File: src/logic/hub_pkg.sv
// Peripheral hub shared definitions
// Bus widths, address map, register offsets and the bus and pin types
// used by every block of the hub

package hub_pkg;

    // Bus and pin widths
    localparam int unsigned ADDR_W = 11;
    localparam int unsigned DATA_W = 32;
    localparam int unsigned PINS   = 8;

    // Address map
    localparam int unsigned FULL_SLOTS   = 16;
    localparam int unsigned SIMPLE_SLOTS = 16;
    localparam int unsigned SLOT_GPIO    = 1;
    localparam int unsigned SLOT_EDGE    = 0;

    // 00 = 8-bit, 01 = 16-bit, 10 = 32-bit, 11 = idle
    localparam logic [1:0] REQ_NONE = 2'b11;

    // GPIO register offsets within its 64 byte slot
    localparam logic [5:0] GPIO_OUT_OFS  = 6'h00;
    localparam logic [5:0] GPIO_IN_OFS   = 6'h04;
    localparam logic [5:0] GPIO_SEL_BASE = 6'h20;

    // Edge counter register offsets within its 16 byte slot
    localparam logic [3:0] EDGE_SEL_OFS = 4'h0;
    localparam logic [3:0] EDGE_CNT_OFS = 4'h1;

    typedef struct packed {
        logic [ADDR_W-1:0] addr;
        logic [DATA_W-1:0] wdata;
        logic [1:0]        write_n;
        logic [1:0]        read_n;
    } bus_req_t;

    typedef struct packed {
        logic [DATA_W-1:0] data;
        logic              ready;
    } bus_rsp_t;

    // Output function select for one pin
    typedef struct packed {
        logic       spare;
        logic       is_simple;
        logic [3:0] slot;
    } pin_sel_t;

    typedef logic [PINS-1:0] pins_t;

    // One pin vector per slot, full and simple slots alike
    typedef pins_t [FULL_SLOTS-1:0] slot_pins_t;

endpackage

File: src/logic/read_return.sv
// Registered read return
// Captures the selected slot's data on the first read cycle and holds it
// until the core signals that the read is complete

module read_return (
    input  logic                       clk,
    input  logic                       rst_n,
    input  logic [1:0]                 i_read_n,
    input  hub_pkg::bus_rsp_t          i_peri_rsp,
    input  logic                       i_read_complete,
    output logic [hub_pkg::DATA_W-1:0] o_rdata,
    output logic                       o_rready
);

    typedef enum logic {
        IDLE,
        HOLD
    } state_t;

    state_t state;
    logic   read_req;
    logic   capture;

    assign read_req = (i_read_n != hub_pkg::REQ_NONE);
    assign capture  = (state == IDLE) && read_req && i_peri_rsp.ready;

    always_ff @(posedge clk) begin
        if (!rst_n) begin
            state    <= IDLE;
            o_rready <= 1'b0;
        end else begin
            // Ready lags the data by one cycle to match the capture
            o_rready <= read_req && i_peri_rsp.ready;
            case (state)
                IDLE: if (capture) state <= HOLD;
                HOLD: if (i_read_complete) state <= IDLE;
                default: state <= IDLE;
            endcase
        end
    end

    always_ff @(posedge clk) begin
        if (capture) begin
            o_rdata <= i_peri_rsp.data;
        end
    end

    a_no_ready_after_reset: assert property (@(posedge clk) !rst_n |=> !o_rready)
        else $error("read ready high straight after reset");

    // Core may sample the data at any point until it completes the read
    a_hold_stable: assert property (@(posedge clk) disable iff (!rst_n)
        state == HOLD |=> $stable(o_rdata))
        else $error("held read data changed");

endmodule

File: config.mk
export PLATFORM = sky130hd
export DESIGN_NAME = read_return
export DESIGN_NICKNAME = d
export VERILOG_FILES = /design/src/logic/hub_pkg.sv /design/src/logic/read_return.sv
export SDC_FILE = /design/constraint.sdc
export NUM_CORES = 1
export LEC_CHECK = 0
export ABC_AREA = 0
export BUFFER_PORTS_ARGS = -buffer_cell sky130_fd_sc_hd__buf_2
export CAP_MARGIN = 0
export CORE_UTILIZATION = 40
export CTS_CLUSTER_SIZE = 10
export DETAILED_ROUTE_END_ITERATION = 12
export HOLD_SLACK_MARGIN = 0.08
export PLACE_DENSITY = 0.78
export SLEW_MARGIN = 0
export SYNTH_ARGS = -nofsm -noshare
export SYNTH_HDL_FRONTEND = slang
export SYNTH_SLANG_ARGS = --single-unit
File: constraint.sdc
create_clock -name clk -period 2.06 [get_ports clk]
set_input_delay 0.309 -clock clk [delete_from_list [all_inputs] [get_ports clk]]
set_output_delay 0.309 -clock clk [all_outputs]
set_load 0.02 [all_outputs]
==> impl_metrics.json <==
{
  "syn_area_sq_mm": 0.00105,
  "crit_end": "o_rdata[5]",
  "ff2ff_path_depth": 2,
  "drc": 0,
  "ys_ff_latch": 34,
  "place_area_sq_mm": 0.00144,
  "slowest_stage": "buf_4",
  "clk_pin_slew_ns": 0.09,
  "port_buffers": 70,
  "cts_sinks": 34,
  "register_area_sq_mm": 0.00100,
  "vias_per_cell": 4.42,
  "maxCapViolCount": 0,
  "syn_avg_cell_area_sq_um": 26.2,
  "critPathRequiredTime_ns": 2.03,
  "critPathBufInv": 1,
  "ys_async_sr_fraction_pct": 0,
  "relSlewSlack_pct": 74.2,
  "clkLatencyLatePin_ns": 0.30,
  "status": "finished clean",
  "dr.max_layer_used": "met4",
  "cts_repair_resize_count": 0,
  "ys_seq_area_share_pct": 95.6,
  "drive_gt1_share_pct": 66.4,
  "syn_nets": 78,
  "min_period_ns": 1.23,
  "wl_mm": 1.92,
  "synth_cell_types": 8,
  "synth.most_common_cell": "edfxtp_1",
  "clock_path_buffers": 2,
  "globalplace.congestion": 0.614,
  "synth_edf_count": 32,
  "grt_max_degree": 34,
  "ys_warn_count": 0,
  "synthCells": 40,
  "postCtsSetupRepairBufs": 0,
  "synth_common_cells": "32 x edfxtp_1, 2 x dfxtp_1",
  "fin_nets": 156,
  "reg2reg_from": "state",
  "die_area_sq_mm": 0.00283,
  "path_max_fanout": 33,
  "core_area_sq_mm": 0.00248,
  "grt_pass1_vias": 568,
  "final_cells": 149,
  "r2r_setup_slack_ns": 0.83,
  "cp.depth": 2,
  "ant_nets": 0,
  "hold_violations": 0,
  "cts_tree": "yes",
  "cts_hold_buf": 0,
  "htreeDepth": 2,
  "fin_area_sq_mm": 0.00149,
  "fin_crit_sh_pct": 59.7,
  "post-place-cells": 141,
  "hold_path_depth": 1,
  "fmax_mhz": 813,
  "drt_pass1_iterations": 4,
  "multiInputGateArea_sq_um": 42.5,
  "fin_setup_tns_ns": 0,
  "worst_clock_skew_ns": 0.00692,
  "dpl.hpwl_mm": 1.53,
  "met1_length_um": 696,
  "nFillCells": 209,
  "initial_core_util_pct": 42.3,
  "startpoint_type": "flop",
  "grt_pass1_wl_mm": 2.44,
  "hp-class": "input pin to flop",
  "grt_use_total_pct": 13.5,
  "synth_top_area_share_pct": 91.8,
  "rsz0062_at_grt": "false",
  "ys_top_cells_by_area": "edfxtp_1 92%, dfxtp_1 3.8%, a211oi_4 1.9%",
  "dr_wl_met3_um": 267,
  "r2r-end": "o_rdata[5]",
  "vias": 659,
  "critPathTopFamily": "buffers and inverters",
  "ys.flop_type": "edfxtp_1",
  "wl_per_cell_um": 12.9,
  "power_density_mw_per_mm2": 850,
  "crit_chain": "a211oi_4 > buf_4",
  "n_antenna_cell": 0,
  "die_y_um": 53.2,
  "yosysTopAreaCell": "edfxtp_1",
  "setup_violations": 0,
  "critPathKind": "flop to flop",
  "antenna_found_initial": 0,
  "fin_util_pct": 60.3,
  "slew_viol_final": 0,
  "rows": 18,
  "leakage_nw": 0.647,
  "die_x_um": 53.2,
  "cp-startpoint": "state",
  "peakVddDrop_uv": 506,
  "end_kind": "flop",
  "root_buffer": "clkbuf_4",
  "numCtsBuffers": 5,
  "io_pins": 71,
  "first_iter_violations": 15,
  "crit_arrival_ns": 1.20,
  "crit_path_max_incr_delay_ns": 0.39,
  "worst_pin_slew_ns": 0.388,
  "area_growth_pct": 42.5,
  "met2_length_um": 938,
  "gr-total-overflow": 0
}
[layer usage]
| metal | vias to the layer above | global-route usage (%) |
|---|---|---|
| met5 | - | 0 |
| met4 | 0 | 6.58 |
| met3 | 2 | 6.32 |
| met2 | 51 | 22.6 |
| met1 | 292 | 14.2 |
| li1 | 314 | - |
[worst register-to-register path, delay by kind of cell (launching register included)]
kind | cells | cell delay (ns)
buffers and inverters | 1 | 0.39
AO/OA/AOI/OAI | 1 | 0.15
flip-flops | 1 | 0.34
[cell usage in the layout (no fill, tap or decap)]
cell type	count
a211oi_4	1
a21oi_1	1
buf_2	70
buf_4	1
clkbuf_1	1
clkbuf_4	5
clkinv_1	1
clkinv_2	1
dfxtp_1	2
edfxtp_1	32
inv_2	1
nand2_1	1
nor2b_1	1
o21a_1	1
[state kept, by name, indices dropped and copies added (netlist names)]
| name | cells |
|---|---|
| o_rdata | 32 |
| o_rready | 1 |
| state | 1 |
[final cells by class]
cell class	instances	share of cell area (%)
Clock inverter	2	0.587
Tap cell	30	2.51
Multi-Input combinational cell	5	2.85
Sequential cell	34	67.1
Clock buffer	6	2.77
Timing Repair Buffer	71	24.0
Inverter	1	0.251
[through the flow]
stage               worst slack, ns  hold slack [ns]  power [W]
global route                  0.765            0.144    0.00133
global placement              0.686            0.487   0.000970
CTS                           0.814            0.155    0.00129
detailed placement            0.641            0.487   0.000977
finish                        0.830            0.170    0.00127
floorplan                     0.387            0.396   0.000900
[how the worst min path moves through the flow]
stage / endpoint / slack, ns / start
6_report: o_rdata[24] / 0.17 / i_peri_rsp[25]
4_1_cts: o_rdata[24] / 0.15 / i_peri_rsp[25]
2_1_floorplan: o_rready / 0.40 / i_read_n[1]
3_3_place_gp: o_rdata[1] / 0.49 / i_peri_rsp[2]
5_1_grt: o_rdata[6] / 0.14 / i_peri_rsp[7]
3_5_place_dp: o_rdata[24] / 0.49 / i_peri_rsp[25]
[power by group]
part           switching [W]  total [W]  internal (W)  leakage [nW]
combinational      0.0000903   0.000144     0.0000541         0.298
clock               0.000183   0.000311      0.000128        0.0297
sequential         0.0000103   0.000814      0.000804         0.320
total               0.000283    0.00127      0.000986         0.647
[cells by family after synthesis]
logic type | count (synthesis) | share of synthesized area [%]
compound gates | 3 | 3.11
buf+inv | 1 | 0.358
flops | 34 | 95.6
simple gates | 2 | 0.956
(Power assumes the default switching activity.)
