$ cat src/logic/hub_pkg.sv
// Peripheral hub shared definitions
// Bus widths, address map, register offsets and the bus and pin types
// used by every block of the hub

package hub_pkg;

    // Bus and pin widths
    localparam int unsigned ADDR_W = 11;
    localparam int unsigned DATA_W = 32;
    localparam int unsigned PINS   = 8;

    // Address map
    localparam int unsigned FULL_SLOTS   = 16;
    localparam int unsigned SIMPLE_SLOTS = 16;
    localparam int unsigned SLOT_GPIO    = 1;
    localparam int unsigned SLOT_EDGE    = 0;

    // 00 = 8-bit, 01 = 16-bit, 10 = 32-bit, 11 = idle
    localparam logic [1:0] REQ_NONE = 2'b11;

    // GPIO register offsets within its 64 byte slot
    localparam logic [5:0] GPIO_OUT_OFS  = 6'h00;
    localparam logic [5:0] GPIO_IN_OFS   = 6'h04;
    localparam logic [5:0] GPIO_SEL_BASE = 6'h20;

    // Edge counter register offsets within its 16 byte slot
    localparam logic [3:0] EDGE_SEL_OFS = 4'h0;
    localparam logic [3:0] EDGE_CNT_OFS = 4'h1;

    typedef struct packed {
        logic [ADDR_W-1:0] addr;
        logic [DATA_W-1:0] wdata;
        logic [1:0]        write_n;
        logic [1:0]        read_n;
    } bus_req_t;

    typedef struct packed {
        logic [DATA_W-1:0] data;
        logic              ready;
    } bus_rsp_t;

    // Output function select for one pin
    typedef struct packed {
        logic       spare;
        logic       is_simple;
        logic [3:0] slot;
    } pin_sel_t;

    typedef logic [PINS-1:0] pins_t;

    // One pin vector per slot, full and simple slots alike
    typedef pins_t [FULL_SLOTS-1:0] slot_pins_t;

endpackage

$ cat src/logic/gpio_block.sv
// GPIO block
// Output register, input port read and a 6-bit function select per pin,
// which routes any slot's pin output to that pin

module gpio_block (
    input  logic                       clk,
    input  logic                       rst_n,
    input  logic                       i_sel,
    input  logic                       i_we,
    input  logic [5:0]                 i_addr,
    input  logic [7:0]                 i_wdata,
    input  hub_pkg::pins_t             i_ui_in,
    input  hub_pkg::slot_pins_t        i_full_pins,
    input  hub_pkg::slot_pins_t        i_simple_pins,
    output logic [hub_pkg::DATA_W-1:0] o_rdata,
    output hub_pkg::pins_t             o_uo_out
);

    hub_pkg::pins_t      gpio_out;
    hub_pkg::pin_sel_t   func_sel [hub_pkg::PINS];
    hub_pkg::slot_pins_t full_pins;
    logic                sel_hit;
    logic [2:0]          sel_idx;

    // Select words sit at 0x20 + 4*pin, bits 4:2 carry the pin index
    assign sel_hit = ((i_addr & ~6'h1c) == hub_pkg::GPIO_SEL_BASE);
    assign sel_idx = i_addr[4:2];

    always_ff @(posedge clk) begin
        if (!rst_n) begin
            gpio_out <= '0;
        end else if (i_we && (i_addr == hub_pkg::GPIO_OUT_OFS)) begin
            gpio_out <= i_wdata;
        end
    end

    always_ff @(posedge clk) begin
        if (!rst_n) begin
            for (int n = 0; n < hub_pkg::PINS; n++) begin
                func_sel[n] <= '{spare: 1'b0, is_simple: 1'b0, slot: 4'(hub_pkg::SLOT_GPIO)};
            end
        end else if (i_we && sel_hit) begin
            func_sel[sel_idx] <= hub_pkg::pin_sel_t'(i_wdata[5:0]);
        end
    end

    always_comb begin
        o_rdata = '0;
        if (i_sel) begin
            if (i_addr == hub_pkg::GPIO_OUT_OFS) begin
                o_rdata[hub_pkg::PINS-1:0] = gpio_out;
            end else if (i_addr == hub_pkg::GPIO_IN_OFS) begin
                o_rdata[hub_pkg::PINS-1:0] = i_ui_in;
            end else if (sel_hit) begin
                o_rdata[5:0] = func_sel[sel_idx];
            end
        end
    end

    // GPIO is itself a full slot source
    always_comb begin
        full_pins = i_full_pins;
        full_pins[hub_pkg::SLOT_GPIO] = gpio_out;
    end

    // Pin n always takes bit n of whichever slot it points at
    for (genvar n = 0; n < hub_pkg::PINS; n++) begin : g_route
        assign o_uo_out[n] = func_sel[n].is_simple ?
                             i_simple_pins[func_sel[n].slot][n] :
                             full_pins[func_sel[n].slot][n];
    end

endmodule

$ cat config.mk
export PLATFORM = sky130hd
export DESIGN_NAME = gpio_block
export DESIGN_NICKNAME = d
export VERILOG_FILES = /design/src/logic/hub_pkg.sv /design/src/logic/gpio_block.sv
export SDC_FILE = /design/constraint.sdc
export NUM_CORES = 1
export LEC_CHECK = 0
export BUFFER_PORTS_ARGS = -buffer_cell sky130_fd_sc_hd__buf_2
export CAP_MARGIN = 5
export CORE_AREA = 2 2 125 127
export CTS_BUF_LIST = sky130_fd_sc_hd__clkbuf_16
export CTS_CLUSTER_DIAMETER = 120
export DETAILED_ROUTE_END_ITERATION = 7
export DIE_AREA = 0 0 127 129
export GPL_TIMING_DRIVEN = 0
export PLACE_DENSITY = 0.74
export REMOVE_ABC_BUFFERS = 1
export SLEW_MARGIN = 0
export SYNTH_ARGS = -nofsm -noshare
export SYNTH_HDL_FRONTEND = slang
export SYNTH_SLANG_ARGS = --single-unit
export TNS_END_PERCENT = 1
$ cat constraint.sdc
create_clock -name clk -period 3.77 [get_ports clk]
set_input_delay 0.1885 -clock clk [delete_from_list [all_inputs] [get_ports clk]]
set_output_delay 0.1885 -clock clk [all_outputs]
set_load 0.005 [all_outputs]
==> metrics.csv <==
stage,metric,value,unit
die,Die Area,16400,µm²
sta,# setup viols final,0,
sta,fmax,373,MHz
grt,first-pass GRT wire length,24700,µm
route,drt wl/cell,17.0,µm
synth,Post-Syn Instances,525,
final_layout,area grow syn2layout,30.2,%
placement,gpl congestion,0.847,
cts,clock sink total,56,
die,initial core utilization,0.353,
sta,setup TNS,0,ns
sta,Slew @ Worst Pin,0.939,ns
route,DRC violations left,0,
cts,CTS Hold Bufs,0,
die,die width,127,µm
route,DR pass1 iterations,8,
cts,setup bufs post-CTS,0,
grt,largest net degree at the start of global routing,22,
grt,initial antenna violation count,2,
cts,number of H-tree levels,2,
synth,Synth Flop Type,edfxtp_1,
die,Die Y,129,µm
die,Core Rows,45,
cts,CTS tree,built,
grt,total track usage,0.192,
route,via count,5246,
placement,placed cells,978,
grt,total grt overflow,0,
worst_setup_path,Setup crit end kind,output pin,
synth,post-synth cell types,39,
sta,Pins Over Slew Limit,0,
synth,sequential-to-total area share from yosys stat,0.303,
synth,Yosys top cell by area,edfxtp_1,
sta,Tmin final,2.68,ns
power_and_ir_drop,Worst VDD drop,0.218,mV
outcome,status,completed,
placement,DP Wirelength,13700,µm
die,core outline area,15000,µm²
synth,most frequent cell after synthesis,mux2i_1,
synth,Mapped Area,5290,µm²
final_layout,Final Non-Filler Cells,986,
synth,top cell type's share of synthesized area,0.272,
worst_setup_path,Critical Path RT,3.58,ns
synth,Synth area leaders,"edfxtp_1 (27%), mux2i_1 (23%), nor2b_1 (5.9%)",
sta,clk_skew,0,ns
synth,number of synthesized flops with an enable pin,48,
synth,"flops & latches, synth",56,
worst_hold_path,type of the tightest min-delay check,primary input to flop,
route,DRT iter0 DRCs,225,
cts,post-CTS sizing,0,
worst_setup_path,worst-path fanout max,17,
job,maxcap violations,0,
cts,clock buffer depth,2,
sta,Rel. slew slack,0.367,
cts,"Reg clk slew, reported paths",0.06,ns
route,drt via density,5.32,
cts,Num CTS Buffers,5,
synth,"top cells by count, synth","mux2i_1 (120), nor2b_1 (50), edfxtp_1 (48), and2_1 (40), nand2_1 (29)",
sta,Final Hold Viols,0,
die,IO Pins,322,
worst_setup_path,CP Data Arrival Time,2.49,ns
worst_setup_path,crit path kind,flop to output pin,
final_layout,share of layout cells above drive strength 1,0.399,
cts,Worst-Skew Late Latency,0.29,ns
power_and_ir_drop,power density cells,239,nW/µm²
synth,async set or reset register ratio after synthesis,0,
route,"antenna viol nets, final",0,
grt,vias in the first global route,4990,
cts,Root Buffer,clkbuf_16,
placement,Port Buffers,289,
power_and_ir_drop,leakage,3.16,nW
synth,Yosys warning total,0,
route,Routed WL,16800,µm
worst_setup_path,crit path launch type,flop,
sta,Final period util,0.710,
synth,syn avg cell area,10.1,µm²
final_layout,nets@finish,1079,
sta,RSZ-0062 raised after global routing,false,
-- registers in the layout, summed over array words and instances, names as in the netlist --
register  count
gpio_out      8
func_sel     48
-- layer usage --
| layer | track usage | up-vias | routed length (µm) |
|---|---|---|---|
| li1 | - | 2551 | - |
| met2 | 0.357 | 262 | 8560 |
| met1 | 0.231 | 2411 | 6460 |
| met4 | 0.0433 | 2 | 228 |
| met3 | 0.0366 | 20 | 1500 |
| met5 | 0 | - | 13 |
-- cell usage in the layout, fill, tap and decap left out, types with 14 or more instances in the layout --
cell and n:
and2_1 40, nor2b_1 50, conb_1 24, mux2i_1 120, a22oi_1 26, nor2_1 14, a211oi_1 25, edfxtp_1 48
nand2_1 29, buf_2 289
-- kinds of logic after synthesis --
family / count (synthesis) / share of synthesized area
AO/OA/AOI/OAI: 93 / 0.134
buffers and inverters: 47 / 0.0574
flip-flops: 56 / 0.303
multiplexers: 137 / 0.285
other: 1 / 0.000708
AND/OR/NAND/NOR: 191 / 0.221
-- path summary, 6_finish.rpt --
check / startpoint / to / slack [ns] / cells past startpoint
worst max register to register: gpio_out[3] / gpio_out[3] / 3.11 / 2
worst min-delay path: i_wdata[6] / gpio_out[6] / 0.17 / 3
worst max-delay path: func_sel[6][0] / o_rdata[0] / 1.09 / 5
worst min register to register: gpio_out[7] / gpio_out[7] / 0.56 / 2
-- critical path: stages, from the launching register on --
cell and delay [ns]:
edfxtp_1 0.75, mux4_1 0.71, mux2_2 0.29, a222oi_1 0.22, nor2b_1 0.07, buf_2 0.14
-- report_power, final --
group          switching [mW]  internal (mW)  leakage, nW
sequential             0.0709          0.701        0.525
combinational           0.186          0.258         2.57
clock                   0.195          0.239       0.0709
total                   0.453           1.20         3.16
-- area by class of cell --
class | instances | area, µm²
diodes | 1 | 2.50
clock buffers | 5 | 125
clock inverters | 2 | 8.76
fillers | 1491 | 8080
multi-input cells | 445 | 3470
flip-flops and latches | 56 | 1600
well taps | 188 | 235
repair buffers | 289 | 1450
-- stage by stage --
| step | worst slack, ns | instance area [µm²] | utilization | hold slack, ns | power, mW |
|---|---|---|---|---|---|
| 6_report | 1.09 | 6890 | 0.460 | 0.174 | 1.65 |
| 5_1_grt | 1.00 | 6890 | 0.460 | 0.209 | 1.73 |
| 4_1_cts | 1.11 | 6890 | 0.460 | 0.169 | 1.66 |
| 3_5_place_dp | 1.06 | 6760 | 0.451 | 0.476 | 1.23 |
| 3_3_place_gp | 1.09 | 6760 | 0.451 | 0.444 | 1.22 |
| 2_1_floorplan | 1.78 | 5080 | - | 0.317 | 0.987 |
Power figures use the tool's default switching activity.
