File: src/logic/hub_pkg.sv
// Peripheral hub shared definitions
// Bus widths, address map, register offsets and the bus and pin types
// used by every block of the hub

package hub_pkg;

    // Bus and pin widths
    localparam int unsigned ADDR_W = 11;
    localparam int unsigned DATA_W = 32;
    localparam int unsigned PINS   = 8;

    // Address map
    localparam int unsigned FULL_SLOTS   = 16;
    localparam int unsigned SIMPLE_SLOTS = 16;
    localparam int unsigned SLOT_GPIO    = 1;
    localparam int unsigned SLOT_EDGE    = 0;

    // 00 = 8-bit, 01 = 16-bit, 10 = 32-bit, 11 = idle
    localparam logic [1:0] REQ_NONE = 2'b11;

    // GPIO register offsets within its 64 byte slot
    localparam logic [5:0] GPIO_OUT_OFS  = 6'h00;
    localparam logic [5:0] GPIO_IN_OFS   = 6'h04;
    localparam logic [5:0] GPIO_SEL_BASE = 6'h20;

    // Edge counter register offsets within its 16 byte slot
    localparam logic [3:0] EDGE_SEL_OFS = 4'h0;
    localparam logic [3:0] EDGE_CNT_OFS = 4'h1;

    typedef struct packed {
        logic [ADDR_W-1:0] addr;
        logic [DATA_W-1:0] wdata;
        logic [1:0]        write_n;
        logic [1:0]        read_n;
    } bus_req_t;

    typedef struct packed {
        logic [DATA_W-1:0] data;
        logic              ready;
    } bus_rsp_t;

    // Output function select for one pin
    typedef struct packed {
        logic       spare;
        logic       is_simple;
        logic [3:0] slot;
    } pin_sel_t;

    typedef logic [PINS-1:0] pins_t;

    // One pin vector per slot, full and simple slots alike
    typedef pins_t [FULL_SLOTS-1:0] slot_pins_t;

endpackage

File: src/logic/edge_counter.sv
// Edge counter byte peripheral
// Counts rising edges on one selectable input pin, the count wraps at 256
// and is also presented on the peripheral's pin outputs

module edge_counter (
    input  logic           clk,
    input  logic           rst_n,
    input  logic           i_we,
    input  logic [3:0]     i_addr,
    input  logic [7:0]     i_wdata,
    input  hub_pkg::pins_t i_ui_in,
    output logic [7:0]     o_rdata,
    output hub_pkg::pins_t o_pins
);

    logic [2:0] pin_idx;
    logic       pin_q;
    logic       pin_prev;
    logic [7:0] count;

    always_ff @(posedge clk) begin
        if (!rst_n) begin
            pin_idx  <= '0;
            pin_q    <= 1'b0;
            pin_prev <= 1'b0;
            count    <= '0;
        end else begin
            pin_q    <= i_ui_in[pin_idx];
            pin_prev <= pin_q;
            if (i_we && (i_addr == hub_pkg::EDGE_SEL_OFS)) begin
                pin_idx <= i_wdata[2:0];
            end
            // Clear wins over a coincident edge
            if (i_we && (i_addr == hub_pkg::EDGE_CNT_OFS)) begin
                count <= '0;
            end else if (pin_q && !pin_prev) begin
                count <= count + 8'd1;
            end
        end
    end

    always_comb begin
        case (i_addr)
            hub_pkg::EDGE_SEL_OFS: o_rdata = {5'b0, pin_idx};
            hub_pkg::EDGE_CNT_OFS: o_rdata = count;
            default:               o_rdata = '0;
        endcase
    end

    assign o_pins = count;

endmodule

File: config.mk
export PLATFORM = sky130hd
export DESIGN_NAME = edge_counter
export DESIGN_NICKNAME = d
export VERILOG_FILES = /design/src/logic/hub_pkg.sv /design/src/logic/edge_counter.sv
export SDC_FILE = /design/constraint.sdc
export NUM_CORES = 1
export LEC_CHECK = 0
export BUFFER_PORTS_ARGS = -buffer_cell sky130_fd_sc_hd__buf_2
export CORE_MARGIN = 2
export CORE_UTILIZATION = 35
export DETAILED_ROUTE_END_ITERATION = 10
export PLACE_DENSITY = 0.71
export SYNTH_ARGS = -nofsm -noshare
export SYNTH_HDL_FRONTEND = slang
export SYNTH_SLANG_ARGS = --single-unit
File: constraint.sdc
create_clock -name clk -period 1.6 [get_ports clk]
set_input_delay 0.32 -clock clk [delete_from_list [all_inputs] [get_ports clk]]
set_output_delay 0.32 -clock clk [all_outputs]
set_load 0.05 [all_outputs]
==> results of run 1 <==
area by class of cell:
| cell class | instances | area share, % |
|---|---|---|
| multi-input combinational | 60 | 45.0 |
| sequential | 13 | 27.4 |
| timing repair buffer | 35 | 19.7 |
| tap | 27 | 3.55 |
| clock buffer | 4 | 2.76 |
| inverter | 4 | 1.58 |
flip-flops by register name, indices dropped and copies added (netlist names):
register	flops
pin_prev	1
pin_q	1
o_pins	8
pin_idx	3
cell usage in the layout, fill, tap and decap left out:
cell type / count
sky130_fd_sc_hd__buf_2: 30
sky130_fd_sc_hd__dfxtp_1: 13
sky130_fd_sc_hd__o21ai_0: 7
sky130_fd_sc_hd__a21oi_1: 7
sky130_fd_sc_hd__mux2i_1: 5
sky130_fd_sc_hd__buf_4: 5
sky130_fd_sc_hd__and3_1: 4
sky130_fd_sc_hd__or3_1: 4
sky130_fd_sc_hd__inv_1: 4
sky130_fd_sc_hd__nor2_1: 4
sky130_fd_sc_hd__nand3_1: 4
sky130_fd_sc_hd__clkbuf_4: 3
sky130_fd_sc_hd__nor2_2: 2
sky130_fd_sc_hd__nor2b_1: 2
sky130_fd_sc_hd__xnor2_1: 2
sky130_fd_sc_hd__o31ai_1: 2
sky130_fd_sc_hd__nor3_2: 1
sky130_fd_sc_hd__and3_2: 1
sky130_fd_sc_hd__nor2_4: 1
sky130_fd_sc_hd__a31o_2: 1
sky130_fd_sc_hd__nand2b_1: 1
sky130_fd_sc_hd__nand4_2: 1
sky130_fd_sc_hd__nand3b_1: 1
sky130_fd_sc_hd__mux2_2: 1
sky130_fd_sc_hd__mux4_2: 1
sky130_fd_sc_hd__a311oi_1: 1
sky130_fd_sc_hd__and2_1: 1
sky130_fd_sc_hd__nand4b_1: 1
sky130_fd_sc_hd__or4_4: 1
sky130_fd_sc_hd__a21oi_2: 1
sky130_fd_sc_hd__nand2_1: 1
sky130_fd_sc_hd__or3_2: 1
sky130_fd_sc_hd__ha_1: 1
sky130_fd_sc_hd__clkbuf_1: 1
cell families after synthesis:
kind of cell | after synthesis | synth area share (%)
flip-flops | 13 | 37.1
buffers and inverters | 5 | 3.74
adder cells (fa/ha/maj) | 1 | 1.78
multiplexers | 7 | 11.9
AO/OA/AOI/OAI | 19 | 15.9
AND/OR/NAND/NOR | 31 | 27.1
XOR/XNOR | 2 | 2.50
power breakdown:
group / internal (uW) / switching [uW]
Sequential: 331 / 8.10
Clock: 96.6 / 108
Combinational: 39.4 / 48.1
how the worst min path moves through the flow:
| stage | start | endpoint | slack, ps | cells after the start |
|---|---|---|---|---|
| global placement | o_pins[7] | o_pins[7] | 490 | 2 |
| finish | rst_n | pin_prev | 290 | 2 |
| CTS | rst_n | pin_prev | 290 | 2 |
| floorplan | rst_n | pin_prev | 450 | 1 |
| detailed placement | o_pins[7] | o_pins[7] | 500 | 2 |
| global route | rst_n | pin_prev | 300 | 2 |
metrics by stage:
| step | TNS, ps | hold slack (ps) | util (%) |
|---|---|---|---|
| CTS | 0 | 291 | 49.5 |
| floorplan | -27.0 | 447 | - |
| global placement | -108 | 488 | 47.7 |
| finish | -5.10 | 288 | 49.5 |
| global route | -216 | 296 | 49.5 |
| detailed placement | -118 | 498 | 47.7 |
what timing repair did:
item,CTS,global route
setup buffers,0,0
resized for setup,3,0
setup endpoints to repair,3,6
hold buffers,0,0
worst reg2reg max path: cells and delay by family, from the launching register on:
family | cells | cell delay [ps]
flops | 1 | 410
compound gates | 1 | 140
simple gates | 2 | 740
per-layer routing:
layer / part of all wire, % / wire [um] / track usage [%] / vias up
met5: 0 / 0 / 0 / -
met4: 2.1 / 35 / 9.52 / 0
met3: 4.3 / 71 / 2.15 / 4
met2: 47 / 784 / 22.1 / 22
met1: 46 / 772 / 20.1 / 329
li1: - / - / - / 363
==> impl_metrics.py, run 1 <==
metrics = {
    "power": {
        "power.leakage_uw": 0.000424,
        "report.power.total_uw": 631,
        "vdd.ir_drop.worst_mv": 0.307,
        "power_density_mw_per_mm2": 664,
    },
    "floorplan": {
        "floorplan.core_area_mm2": 0.00192,
        "initial_util_pct": 36.5,
        "num_ports": 39,
        "row_count": 16,
        "dieWidth_um": 48.8,
        "dieArea_mm2": 0.00238,
        "floorplan_die_height_um": 48.8,
    },
    "synth": {
        "ys.flop_type": "sky130_fd_sc_hd__dfxtp_1",
        "yosysSeqAreaShare_pct": 37.1,
        "synth.largest_area_cell": "sky130_fd_sc_hd__dfxtp_1",
        "synth_warnings": 0,
        "share_of_yosys_cell_area_claimed_by_the_top_area_cell_type_pct": 37.1,
        "synthesis.area_um2": 702,
        "number_of_flops_mapped_to_enable_cells_by_yosys": 0,
        "net_count_of_the_mapped_netlist": 102,
        "synthDistinctLibCells": 29,
        "synth_top_cells_by_area": "sky130_fd_sc_hd__dfxtp_1, sky130_fd_sc_hd__mux2i_1, sky130_fd_sc_hd__a21oi_1",
        "synth_async_sr_flop_share_pct": 0,
        "avg_cell_area_syn_um2": 9.00,
        "synthMostInstantiatedCell": "sky130_fd_sc_hd__dfxtp_1",
        "synthesis.instances": 78,
        "synth_seq_cells": 13,
        "synth.cells.most_frequent": "sky130_fd_sc_hd__dfxtp_1, sky130_fd_sc_hd__a21oi_1, sky130_fd_sc_hd__nor2_1, sky130_fd_sc_hd__o21ai_0, sky130_fd_sc_hd__mux2i_1",
    },
    "sta": {
        "tightest_slew_ps": 350,
        "fin_worst_skew_ps": 2.25,
        "max_slew_headroom_at_the_worst_pin_pct": 76.5,
        "report.final.setup_viol": 1,
        "portion_of_the_clock_cycle_consumed_by_the_worst_path_in_the_final_layout_pct": 100,
        "setup_repair_after_global_routing_missed_its_margin": "true",
        "clock.fmax_mhz": 623,
        "postLayoutSetupSlackWorst_ps": -5.10,
        "timing_max_transition_violations_final": 0,
        "final_hold_vio_count": 0,
        "min_period_ps": 1610,
    },
    "placed_design": {
        "postPlaceCellArea_um2": 917,
        "portBuffers": 33,
        "place_inst": 139,
        "place.gp.congestion": 0.716,
        "post-dp-hpwl_um": 1300,
        "placement.setup.worst_slack_ps": -50.0,
    },
    "worst_setup_path": {
        "path_class": "input port to primary output",
        "endpoint": "o_rdata[1]",
        "setup_slack_reg_to_reg_ps": 250,
        "worstPathCellList": "buf_2, or3_1, nor2_2, buf_4",
        "startpoint_type": "input port",
        "setup.worst_path.end_class": "primary output",
        "reg2reg_end": "o_pins[3]",
        "critical_path_required_ps": 1280,
        "r2r-start": "o_pins[0]",
        "cpLargestDelayFamily": "simple AND/OR/NAND/NOR gates",
        "cpMaxStageDelayCell": "sky130_fd_sc_hd__or3_1",
        "timing.reg2reg.worst_path_depth": 3,
        "worstPathMaxFanout": 4,
        "startpoint": "i_addr[1]",
        "critPathArrivalTime_ps": 1290,
        "crit_cells": 4,
        "worst-path-buf-inv": 2,
        "stage_delay_of_the_slowest_cell_on_the_critical_path_ps": 490,
    },
    "finish": {
        "ff_latch_area_um2": 260,
        "net_count_of_the_finished_layout": 141,
        "multi_input_area_um2": 428,
        "drive_above_1_share_pct": 43.1,
        "n_antenna_cell": 0,
        "area.growth.synth_to_final_pct": 35.5,
        "final-instance-count-excl-fill": 143,
        "fillers": 202,
        "layout.cell_area.non_filler_um2": 951,
    },
    "job": {
        "max-cap-violations": 0,
    },
    "clock_network": {
        "root_buffer": "sky130_fd_sc_hd__clkbuf_4",
        "numClockSinks": 13,
        "clk_path_buf_depth": 2,
        "tritoncts": "yes",
        "cts_htree_levels": 1,
        "clock_insertion_delay_worst_skew_ps": 270,
        "cts_buffers": 3,
        "clk_pin_slew_worst_paths_ps": 80,
    },
    "global_routing": {
        "grt_first_pass_wirelength_um": 2730,
        "via_count_of_the_first_global_routing_pass": 624,
        "antenna_found_initial": 0,
        "maximum_number_of_pins_on_one_net_before_global_route_repair": 12,
        "gr-total-overflow": 0,
        "gr-usage-all-layers_pct": 14.9,
    },
    "routing": {
        "routed_wl_um": 1660,
        "vias": 718,
        "firstDrtPassIters": 4,
        "detail_route.vias_per_cell": 5.02,
        "wl_per_cell_um": 11.6,
        "drc": 0,
        "detail_route.iter0.violations": 10,
        "antenna_left": 0,
    },
    "worst_hold_path": {
        "hold_path.class": "input port to register",
    },
    "outcome": {
        "run_status": "finished, violations left",
        "violations": "negative setup slack",
    },
}
(Power assumes the default switching activity.)
==> run 2, diff against run 1 <==
Settings changed: RECOVER_POWER set to 50.
==> impl_metrics.py, run 2 (synthesized netlist as in run 1, its figures left out) <==
metrics = {
    "placed_design": {
        "portBuffers": 33,
        "place.gp.congestion": 0.716,
        "post-dp-hpwl_um": 1300,
        "placement.setup.worst_slack_ps": -50.0,
    },
    "worst_setup_path": {
        "setup.worst_path.end_class": "primary output",
        "setup_slack_reg_to_reg_ps": 250,
        "reg2reg_end": "o_pins[3]",
        "path_class": "input port to primary output",
        "critPathArrivalTime_ps": 1280,
        "startpoint_type": "input port",
        "r2r-start": "o_pins[0]",
        "critical_path_required_ps": 1280,
        "timing.reg2reg.worst_path_depth": 3,
        "worstPathMaxFanout": 4,
    },
    "sta": {
        "final.hold.worst_slack_ps": 288,
        "portion_of_the_clock_cycle_consumed_by_the_worst_path_in_the_final_layout_pct": 100,
        "fin_worst_skew_ps": 2.98,
        "report.final.setup_viol": 1,
        "setup_repair_after_global_routing_missed_its_margin": "true",
        "postLayoutSetupSlackWorst_ps": -3.82,
        "timing_max_transition_violations_final": 0,
        "tightest_slew_ps": 589,
        "min_period_ps": 1600,
        "final_hold_vio_count": 0,
        "max_slew_headroom_at_the_worst_pin_pct": 60.9,
        "clock.fmax_mhz": 624,
    },
    "finish": {
        "utilization_pct": 49.4,
        "n_antenna_cell": 0,
        "net_count_of_the_finished_layout": 141,
        "mostFrequentLayoutCells": "sky130_fd_sc_hd__buf_2, sky130_fd_sc_hd__dfxtp_1, sky130_fd_sc_hd__o21ai_0, sky130_fd_sc_hd__a21oi_1, sky130_fd_sc_hd__mux2i_1",
        "drive_above_1_share_pct": 41.4,
        "mostFrequentLayoutCell": "sky130_fd_sc_hd__buf_2",
        "largest_register_ffs": 8,
        "fillers": 203,
        "area.growth.synth_to_final_pct": 35.3,
    },
    "floorplan": {
        "floorplan_die_height_um": 48.8,
        "floorplan.core_area_mm2": 0.00192,
        "dieWidth_um": 48.8,
        "row_count": 16,
        "num_ports": 39,
        "initial_util_pct": 36.5,
        "dieArea_mm2": 0.00238,
    },
    "worst_hold_path": {
        "worst_hold_path.endpoint": "pin_prev",
        "launch_instance_of_the_worst_min_delay_path": "rst_n",
        "worstHoldPathCells": 2,
        "hold_path.class": "input port to register",
    },
    "global_routing": {
        "gr-total-overflow": 0,
        "grt_first_pass_wirelength_um": 2730,
        "antenna_found_initial": 0,
        "via_count_of_the_first_global_routing_pass": 624,
        "gr-usage-all-layers_pct": 14.9,
        "maximum_number_of_pins_on_one_net_before_global_route_repair": 12,
    },
    "clock_network": {
        "clock_insertion_delay_worst_skew_ps": 270,
        "cts_setup_buffers": 0,
        "hold_buffers": 0,
        "clk_pin_slew_worst_paths_ps": 80,
        "cts_buffers": 3,
        "cts_htree_levels": 1,
        "numClockSinks": 13,
        "clk_path_buf_depth": 2,
        "tritoncts": "yes",
        "root_buffer": "sky130_fd_sc_hd__clkbuf_4",
    },
    "routing": {
        "antenna_left": 0,
        "detail_route.iter0.violations": 8,
        "vias": 718,
        "wl_per_cell_um": 11.7,
        "firstDrtPassIters": 4,
        "drc": 0,
        "detail_route.vias_per_cell": 5.02,
        "routed_wl_um": 1680,
    },
    "outcome": {
        "run_status": "finished, violations left",
        "violations": "negative setup slack",
    },
    "power": {
        "power.leakage_uw": 0.000418,
        "power_density_mw_per_mm2": 665,
        "vdd.ir_drop.worst_mv": 0.307,
    },
    "job": {
        "max-cap-violations": 0,
    },
}
-- run 2: area by class of cell --
| class | count | area (um^2) | area share [%] |
|---|---|---|---|
| Multi-Input combinational cell | 60 | 428 | 45.1 |
| Sequential cell | 13 | 260 | 27.4 |
| Timing Repair Buffer | 35 | 186 | 19.6 |
| Tap cell | 27 | 33.8 | 3.56 |
| Clock buffer | 4 | 26.3 | 2.77 |
| Inverter | 4 | 15.0 | 1.58 |
-- run 2: metrics by stage --
stage / std cells / power [uW] / TNS, ps / area, um^2
2_1_floorplan: 78 / 399 / -27.0 / 714
3_3_place_gp: 139 / 431 / -108 / 917
3_5_place_dp: 139 / 434 / -118 / 917
4_1_cts: 143 / 635 / 0 / 951
5_1_grt: 143 / 663 / -214 / 950
6_report: 143 / 631 / -3.82 / 950
-- run 2: repair_timing --
item	CTS	global route
resized for setup	3	0
endpoints found under the hold margin	0	0
pin swaps	0	0
setup endpoints to repair	3	6
gates cloned	0	0
-- run 2: per-layer routing --
layer / global-route usage, % / vias to the layer above / wire (um)
met1: 20.1 / 329 / 784
met5: 0 / - / 0
met3: 2.15 / 4 / 73
li1: - / 363 / -
met4: 9.52 / 0 / 35
met2: 22.1 / 22 / 785
-- run 2: worst max-delay path by stage --
stage          slack [ps]  startpoint          to
6_report               -4   i_addr[1]  o_rdata[1]
3_5_place_dp          -50   i_addr[1]  o_rdata[1]
3_3_place_gp          -40   i_addr[1]  o_rdata[2]
5_1_grt               -40   i_addr[1]  o_rdata[3]
4_1_cts                 7   i_addr[1]  o_rdata[1]
2_1_floorplan         -30   o_pins[2]  o_rdata[2]
-- run 2: power by group --
part           total (uW)  switching (uW)  leakage [uW]  internal [uW]
clock network         205             109     0.0000150           96.6
logic                87.3            48.3      0.000298           39.0
registers             339            8.10      0.000105            331
-- run 2: critical path, stage by stage --
cell and delay, ps:
sky130_fd_sc_hd__buf_2 110, sky130_fd_sc_hd__or3_1 490, sky130_fd_sc_hd__nor2_2 160, sky130_fd_sc_hd__buf_4 210
